### src/cla_cfg_pkg.sv
package cla_cfg_pkg;

	// operand width in bits.
	localparam int width = 24;

	// one prefix level per power of two below width.
	localparam int prefix_levels = 5;

	// prefix levels plus the registered sum stage.
	localparam int latency = prefix_levels + 1;

	// bit 1 is the lsb.
	typedef logic [width:1] operand_t;

endpackage

### src/prefix_pkg.sv
package prefix_pkg;

	// generate in bit 0 and propagate in bit 1.
	typedef struct packed {
		logic p; // a | b or the group propagate.
		logic g; // a & b or the group generate.
	} pg_t;

	// one pair per operand bit with the lsb at position 1.
	typedef pg_t [cla_cfg_pkg::width:1] pg_vec_t;

endpackage

### src/prefix_stage.sv
module prefix_stage #(
	parameter int distance = 1
) (
	input  logic                clock,
	input  logic                rst_n,
	input  prefix_pkg::pg_vec_t pg_in,
	output prefix_pkg::pg_vec_t pg_out
);

	prefix_pkg::pg_vec_t pg_next;

	if (distance < 1 || distance >= cla_cfg_pkg::width) begin : g_bad_distance
		$error("prefix_stage distance %0d out of range", distance);
	end

	// positions above distance merge with the group just below them.
	for (genvar i = 1; i <= cla_cfg_pkg::width; i++) begin : g_pos
		if (i > distance) begin : g_merge
			assign pg_next[i].g = pg_in[i].g | (pg_in[i].p & pg_in[i - distance].g);
			assign pg_next[i].p = pg_in[i].p & pg_in[i - distance].p;
		end else begin : g_pass
			// already final at this level.
			assign pg_next[i] = pg_in[i];
		end
	end

	always_ff @(posedge clock or negedge rst_n) begin
		if (!rst_n) begin
			pg_out <= '0;
		end else begin
			pg_out <= pg_next;
		end
	end

endmodule

### src/prefix_network.sv
module prefix_network (
	input  logic                  clock,
	input  logic                  rst_n,
	input  cla_cfg_pkg::operand_t a,
	input  cla_cfg_pkg::operand_t b,
	output prefix_pkg::pg_vec_t   carries
);

	prefix_pkg::pg_vec_t seed;
	prefix_pkg::pg_vec_t level [cla_cfg_pkg::prefix_levels + 1];

	// the widest span has to reach the top bit.
	if ((1 << cla_cfg_pkg::prefix_levels) < cla_cfg_pkg::width) begin : g_short_tree
		$error("prefix_network needs more levels for width %0d", cla_cfg_pkg::width);
	end

	// bit pairs straight from the operands.
	// every position is seeded with its own generate, including bit 1.
	for (genvar i = 1; i <= cla_cfg_pkg::width; i++) begin : g_seed
		assign seed[i].g = a[i] & b[i];
		assign seed[i].p = a[i] | b[i];
	end

	assign level[0] = seed; // no input register.

	// kogge-stone chain over distances 1 2 4 8 16.
	for (genvar k = 0; k < cla_cfg_pkg::prefix_levels; k++) begin : g_level
		prefix_stage #(
			.distance(1 << k)
		) u_stage (
			.clock (clock),
			.rst_n (rst_n),
			.pg_in (level[k]),
			.pg_out(level[k + 1])
		);
	end

	// g of each position is now the carry out of that position.
	assign carries = level[cla_cfg_pkg::prefix_levels];

endmodule

### src/operand_delay.sv
module operand_delay #(
	parameter int depth = 5
) (
	input  logic                  clock,
	input  logic                  rst_n,
	input  cla_cfg_pkg::operand_t a,
	input  cla_cfg_pkg::operand_t b,
	input  logic                  in_valid,
	output cla_cfg_pkg::operand_t a_dly,
	output cla_cfg_pkg::operand_t b_dly,
	output logic                  valid_dly
);

	if (depth == 0) begin : g_direct
		assign a_dly     = a;
		assign b_dly     = b;
		assign valid_dly = in_valid;
	end else begin : g_line
		cla_cfg_pkg::operand_t a_q [depth];
		cla_cfg_pkg::operand_t b_q [depth];
		logic [depth-1:0]      valid_q;

		// operands shift every cycle.
		always_ff @(posedge clock) begin
			a_q[0] <= a;
			b_q[0] <= b;
			for (int i = 1; i < depth; i++) begin
				a_q[i] <= a_q[i - 1];
				b_q[i] <= b_q[i - 1];
			end
		end

		// strobe rides alongside the operands.
		always_ff @(posedge clock or negedge rst_n) begin
			if (!rst_n) begin
				valid_q <= '0;
			end else begin
				valid_q[0] <= in_valid;
				for (int i = 1; i < depth; i++) begin
					valid_q[i] <= valid_q[i - 1];
				end
			end
		end

		assign a_dly     = a_q[depth - 1];
		assign b_dly     = b_q[depth - 1];
		assign valid_dly = valid_q[depth - 1]; // oldest entry.
	end

endmodule

### src/sum_stage.sv
module sum_stage (
	input  logic                  clock,
	input  logic                  rst_n,
	input  cla_cfg_pkg::operand_t a_dly,
	input  cla_cfg_pkg::operand_t b_dly,
	input  prefix_pkg::pg_vec_t   carries,
	input  logic                  valid_dly,
	output cla_cfg_pkg::operand_t sum,
	output logic                  cout,
	output logic                  out_valid
);

	cla_cfg_pkg::operand_t sum_next;

	// half sum plus the carry out of the bit below.
	always_comb begin
		sum_next[1] = a_dly[1] ^ b_dly[1]; // carry-in is 0.
		for (int i = 2; i <= cla_cfg_pkg::width; i++) begin
			sum_next[i] = a_dly[i] ^ b_dly[i] ^ carries[i - 1].g;
		end
	end

	always_ff @(posedge clock or negedge rst_n) begin
		if (!rst_n) begin
			sum       <= '0;
			cout      <= 1'b0;
			out_valid <= 1'b0;
		end else begin
			sum       <= sum_next;
			cout      <= carries[cla_cfg_pkg::width].g; // top carry.
			out_valid <= valid_dly;
		end
	end

endmodule

### src/cla_adder.sv
module cla_adder (
	input  logic                  clock,
	input  logic                  rst_n,
	input  logic                  in_valid,
	input  cla_cfg_pkg::operand_t a,
	input  cla_cfg_pkg::operand_t b,
	output cla_cfg_pkg::operand_t sum,
	output logic                  cout,
	output logic                  out_valid
);

	prefix_pkg::pg_vec_t   carries;
	cla_cfg_pkg::operand_t a_dly;
	cla_cfg_pkg::operand_t b_dly;
	logic                  valid_dly;

	// carries ready five edges after the operands.
	prefix_network u_prefix (
		.clock  (clock),
		.rst_n  (rst_n),
		.a      (a),
		.b      (b),
		.carries(carries)
	);

	// raw operands and strobe held back to meet the carries.
	operand_delay #(
		.depth(cla_cfg_pkg::prefix_levels)
	) u_delay (
		.clock    (clock),
		.rst_n    (rst_n),
		.a        (a),
		.b        (b),
		.in_valid (in_valid),
		.a_dly    (a_dly),
		.b_dly    (b_dly),
		.valid_dly(valid_dly)
	);

	// one more edge for the sum.
	sum_stage u_sum (
		.clock    (clock),
		.rst_n    (rst_n),
		.a_dly    (a_dly),
		.b_dly    (b_dly),
		.carries  (carries),
		.valid_dly(valid_dly),
		.sum      (sum),
		.cout     (cout),
		.out_valid(out_valid)
	);

endmodule

### config.mk
export PLATFORM = sky130hd
export DESIGN_NAME = cla_adder
export DESIGN_NICKNAME = d
export VERILOG_FILES = /design/src/cla_cfg_pkg.sv /design/src/prefix_pkg.sv /design/src/prefix_stage.sv /design/src/prefix_network.sv /design/src/operand_delay.sv /design/src/sum_stage.sv /design/src/cla_adder.sv
export SDC_FILE = /design/constraint.sdc
export NUM_CORES = 1
export LEC_CHECK = 0
export BUFFER_PORTS_ARGS = -buffer_cell sky130_fd_sc_hd__buf_2
export CAP_MARGIN = 20
export CORE_UTILIZATION = 40
export DETAILED_ROUTE_END_ITERATION = 7
export GPL_ROUTABILITY_DRIVEN = 0
export PLACE_DENSITY = 0.54
export RECOVER_POWER = 25
export SKIP_LAST_GASP = 1
export SYNTH_ARGS = -nofsm -noshare
export SYNTH_HDL_FRONTEND = slang
export SYNTH_HIERARCHICAL = 1
export SYNTH_SLANG_ARGS = --single-unit
export TNS_END_PERCENT = 1
### constraint.sdc
create_clock -name clock -period 1.2 [get_ports clock]
set_input_delay 0.12 -clock clock [delete_from_list [all_inputs] [get_ports clock]]
set_output_delay 0.12 -clock clock [all_outputs]
set_load 0.05 [all_outputs]
==> results.sh, run 1 <==
export IMPL_outcome="finished with violations"
export IMPL_violations="setup timing"
export IMPL_placed_area_um2=13180
export IMPL_clk_latency_ns=0.52
export IMPL_wl_per_cell_um=14.78
export IMPL_drv_slew=0
export IMPL_diodes=0
export IMPL_timing_final_crit_share=1.000
export IMPL_drv_cap=0
export IMPL_path_cells="buf_4"
export IMPL_p_leak_nw=7.110
export IMPL_cp_num_buf_inv=1
export IMPL_grt_pass1_vias=6041
export IMPL_dp_cells=1155
export IMPL_critPathSlowestCell="dfrtp_1"
export IMPL_port_buffers=76
export IMPL_power_w=0.03336
export IMPL_antenna_found_initial=1
export IMPL_cp_start_kind="register"
export IMPL_root_buffer="clkbuf_16"
export IMPL_core_um2=29800
export IMPL_fp_dieW_um=176.7
export IMPL_stdcell_count=1287
export IMPL_worstHoldPathType="input port to async pin"
export IMPL_wl_um=19030
export IMPL_clk_pin_slew_ns=0.06
export IMPL_hpwl_um=12590
export IMPL_yosys_warnings=6
export IMPL_power_density_nw_per_um2=2181
export IMPL_post_cts_buffers=0
export IMPL_syn_inst=683
export IMPL_cpLargestDelayFamily="flip-flops"
export IMPL_drive_gt1_frac=0.1661
export IMPL_gr_total_overflow=0
export IMPL_finalClockSkew_ns=0.008553
export IMPL_rows=63
export IMPL_drtAntennaViolNets=0
export IMPL_via_per_inst=4.180
export IMPL_grt_setup_unrepaired="yes"
export IMPL_netlist_area_um2=12210
export IMPL_final_common_cell="dfxtp_1"
export IMPL_critPathMaxFanout=1
export IMPL_grtUsageTotal=0.1284
export IMPL_htree_levels=2
export IMPL_start_util=0.4098
export IMPL_fin_nets=913
export IMPL_cts_tree="built"
export IMPL_grt_pass1_wl_um=31060
export IMPL_end_kind="output pin"
export IMPL_cts_buffers=45
export IMPL_report_final_setup_viol=1
export IMPL_syn_avg_cell_area_um2=17.88
export IMPL_cp_required_ns=1.08
export IMPL_path_class="register to output pin"
export IMPL_drt_drc_violations_left=0
export IMPL_detail_route_iter0_violations=209
export IMPL_hold_viol=0
export IMPL_die_y_um=176.7
export IMPL_cp_slowest_stage_delay_ns=0.37
export IMPL_cts_max_path_buffers=3
export IMPL_grt_max_degree=46
export IMPL_io_pins=77
export IMPL_preCtsSetupSlack_ns=0.3480
export IMPL_ir_drop_uv=988.8
export IMPL_layout_common_cells="dfxtp_1 (240), dfrtp_1 (217), a21o_1 (89)"
export IMPL_period_minus_slack_ns=1.201
export IMPL_design_area_um2=15300
export IMPL_syn_nets=734
export IMPL_vias=5380
export IMPL_clock_sinks=457
export IMPL_dr_pass1_iters=4
export IMPL_relSlewSlack=0.7836
export IMPL_arrival_ns=1.08
export IMPL_die_area_um2=31230
export IMPL_tightest_slew_ns=0.3247
export IMPL_fmax_mhz=832.9
export IMPL_layout_setup_ws_ns=-0.0005997
export IMPL_syn_to_final_growth_pct=25.28
routing by layer:
metal | vias up | GRT usage | share of wire
li1 | 2575 | - | -
met5 | - | 0 | 0
met4 | 0 | 0.04418 | 0.024
met3 | 42 | 0.02835 | 0.035
met1 | 2686 | 0.1615 | 0.44
met2 | 77 | 0.2183 | 0.50
final timing paths:
path | end | slack [ns] | cells after the start | from
max | sum[16] | -0.0006 | 1 | u_sum/sum[16]
min | u_delay/g_line.valid_q[3] | 0.06 | 2 | rst_n
max reg2reg | u_sum/sum[9] | 0.35 | 1 | u_delay/g_line.b_q[4][9]
min reg2reg | u_delay/g_line.b_q[4][7] | 0.32 | 0 | u_delay/g_line.b_q[3][7]
max in group asynchronous | u_prefix/g_level[2].u_stage/pg_out[43] | 0.58 | 3 | rst_n
min in group clock | u_delay/g_line.valid_q[0] | 0.23 | 2 | in_valid
through the flow:
stage,util,hold slack [ns],TNS [ns]
global route,0.5134,0.07676,-0.5961
finish,0.5134,0.05626,-0.0005997
CTS,0.5150,0.05757,-0.2787
floorplan,-,-0.1756,0
detailed placement,0.4425,0.02739,0
global placement,0.4425,0.01851,0
timing repair:
| item | 4_1_cts | 5_1_grt |
|---|---|---|
| hold buffers | 50 | 0 |
| hold endpoints to repair | 311 | 0 |
| resized for setup | 38 | 2 |
| setup endpoints to repair | 26 | 26 |
sequential cells by signal (all words and copies together), names as in the netlist:
name / count
u_sum/out_valid: 1
u_sum/cout: 1
u_delay/g_line.b_q: 120
u_delay/g_line.valid_q: 5
u_delay/g_line.a_q: 120
u_sum/sum: 24
u_prefix/g_level.u_stage/pg_out: 186
area by class of cell:
type	count	area [um2]
Fill cell	2461	14500
Sequential cell	457	10230
Multi-Input combinational cell	226	1976
Clock buffer	69	1475
Timing Repair Buffer	132	1047
Tap cell	390	488.0
Clock inverter	13	76.32
power breakdown:
| part | switching (W) | leakage [nW] | internal [W] |
|---|---|---|---|
| logic | 0.00125 | 1.74 | 0.00104 |
| registers | 0.000540 | 4.60 | 0.0165 |
| clock network | 0.00552 | 0.776 | 0.00850 |
| total | 0.00731 | 7.11 | 0.0260 |
No activity file was read; power rests on OpenSTA's default activity.
==> run 2: changes to the inputs <==
Settings changed: BUFFER_PORTS_ARGS -buffer_cell sky130_fd_sc_hd__buf_2 to unset, DONT_BUFFER_PORTS set to 1, PLACE_DENSITY 0.54 to 0.52, TNS_END_PERCENT 1 to 20.
==> run 2 against run 1 <==
Net effect:
- the run ends with hold timing, setup timing left
- clock power decreased by 3%
- sequential cell count is the same
- largest cell class unchanged
- critical endpoint is now sum[7]
- routed wire length is 5.3% lower
==> results.sh, run 2 (synthesis results as in run 1) <==
export IMPL_outcome="finished with violations"
export IMPL_violations="hold timing, setup timing"
export IMPL_final_common_cell="dfxtp_1"
export IMPL_gr_total_overflow=0
export IMPL_cts_tree="built"
export IMPL_root_buffer="clkbuf_16"
export IMPL_end_kind="output pin"
export IMPL_layout_setup_ws_ns=-0.07069
export IMPL_grt_setup_unrepaired="yes"
export IMPL_finalSetupTns_ns=-0.9842
export IMPL_vias=5018
export IMPL_cp_start_kind="register"
export IMPL_io_pins=77
export IMPL_p_leak_nw=6.797
export IMPL_diodes=0
export IMPL_layout_common_cells="dfxtp_1 (240), dfrtp_1 (207), a21o_1 (89)"
export IMPL_report_final_setup_viol=16
export IMPL_dr_pass1_iters=4
export IMPL_drtAntennaViolNets=0
export IMPL_post_cts_buffers=0
export IMPL_tightest_slew_ns=0.4650
export IMPL_drive_gt1_frac=0.1451
export IMPL_wl_per_cell_um=14.98
export IMPL_p_comb_frac=0.031
export IMPL_clk_pin_slew_ns=0.06
export IMPL_cts_max_path_buffers=3
export IMPL_cts_buffers=44
export IMPL_fillers=2514
export IMPL_rows=63
export IMPL_via_per_inst=4.171
export IMPL_seq_power_share=0.548
export IMPL_power_density_nw_per_um2=2201
export IMPL_swShare=0.2125
export IMPL_antenna_found_initial=1
export IMPL_drv_cap=0
export IMPL_relSlewSlack=0.6902
export IMPL_path_class="register to output pin"
export IMPL_internal_power_w=0.02548
export IMPL_wl_um=18020
export IMPL_arrival_ns=1.15
export IMPL_netSwitchingPower_w=0.006877
export IMPL_fp_dieW_um=176.7
export IMPL_fmax_mhz=787.0
export IMPL_syn_to_final_growth_pct=20.39
export IMPL_worstHoldPathType="input port to async pin"
export IMPL_die_y_um=176.7
export IMPL_detail_route_iter0_violations=218
export IMPL_cts_hold_buf=49
export IMPL_fin_hold_ws_ns=-0.7159
export IMPL_grt_pass1_wl_um=29220
export IMPL_drt_drc_violations_left=0
export IMPL_timing_final_crit_share=1.059
export IMPL_ir_drop_uv=935.4
export IMPL_period_minus_slack_ns=1.271
export IMPL_die_area_um2=31230
export IMPL_finalClockSkew_ns=0.01490
export IMPL_critPathMaxFanout=1
export IMPL_cp_required_ns=1.08
export IMPL_core_um2=29800
export IMPL_post_route_util=0.4934
export IMPL_largest_reg_flops=186
export IMPL_grt_pass1_vias=5541
export IMPL_fin_nets=829
export IMPL_grtUsageTotal=0.1223
export IMPL_htree_levels=2
export IMPL_clock_sinks=457
export IMPL_stdcell_count=1203
export IMPL_largest_register="u_prefix/g_level.u_stage/pg_out"
export IMPL_clk_latency_ns=0.53
export IMPL_hold_viol=217
export IMPL_grt_max_degree=218
export IMPL_dp_cells=1073
export IMPL_drv_slew=0
export IMPL_clockPowerShare=0.421
export IMPL_start_util=0.4098
export IMPL_largest_registers="u_prefix/g_level.u_stage/pg_out: 186 flops, u_delay/g_line.a_q: 120 flops, u_delay/g_line.b_q: 120 flops"
export IMPL_hpwl_um=11550
export IMPL_port_buffers=0
## run 2: cell count changes in the layout (fill, tap and decap cells not counted), moves of 4 or more
cell       previous run  this run
dfrtp_1             217       207
buf_12                4         0
buf_6                14         0
dfrtp_2               0        10
buf_2                 4         0
clkbuf_8             11        17
buf_4                14         0
clkbuf_1             51         9
clkinv_2              9         5
clkbuf_16            52        46
## run 2: through the flow
step                total power, W  cell area, um2  setup WS (ns)
floorplan                  0.01849           12210         0.3938
global placement           0.01886           12700         0.3877
detailed placement         0.01890           12700         0.3563
CTS                        0.03285           14690        -0.1120
global route               0.03365           14700        -0.1139
finish                     0.03236           14700       -0.07069
## run 2: per-layer routing
metal	part of all wire	up-vias	track usage
met3	0.051	42	0.03372
met4	0.027	0	0.04634
li1	-	2404	-
met1	0.44	2477	0.1535
met2	0.49	95	0.2015
met5	0	-	0
## run 2: repair_timing
item                                   in CTS  in global routing
gates resized for setup                     5                  5
endpoints found under the hold margin     312                217
pin swaps                                   0                  0
setup endpoints to repair                  26                 26
## run 2: final timing paths
check / from / endpoint / slack [ns] / cells past startpoint
hold reg to reg: u_delay/g_line.b_q[0][20] / u_delay/g_line.b_q[1][20] / 0.32 / 0
setup reg to reg: u_prefix/g_level[4].u_stage/pg_out[8] / u_sum/sum[5] / 0.36 / 1
max in group asynchronous: rst_n / u_sum/sum[13] / 1.54 / 0
setup / recovery: u_sum/sum[7] / sum[7] / -0.07 / 0
min in group clock: in_valid / u_delay/g_line.valid_q[0] / 0.14 / 1
hold / removal: rst_n / u_sum/out_valid / -0.72 / 0
## run 2: final cells by class
type                    count  area (um2)  share of cell area
clock buffers              72        1419             0.09652
clock inverters             9       80.08            0.005447
multi-input cells         226        1976              0.1344
flip-flops and latches    457       10250              0.6971
well taps                 390       488.0             0.03319
repair buffers             49       490.5             0.03336
## run 2: power by group through the flow
stage               registers, W  logic, W  clock network (W)
global placement          0.0180  0.000836                  0
CTS                       0.0178   0.00103             0.0141
finish                    0.0177   0.00101             0.0136
global route              0.0179   0.00110             0.0147
floorplan                 0.0178  0.000693                  0
detailed placement        0.0181  0.000845                  0
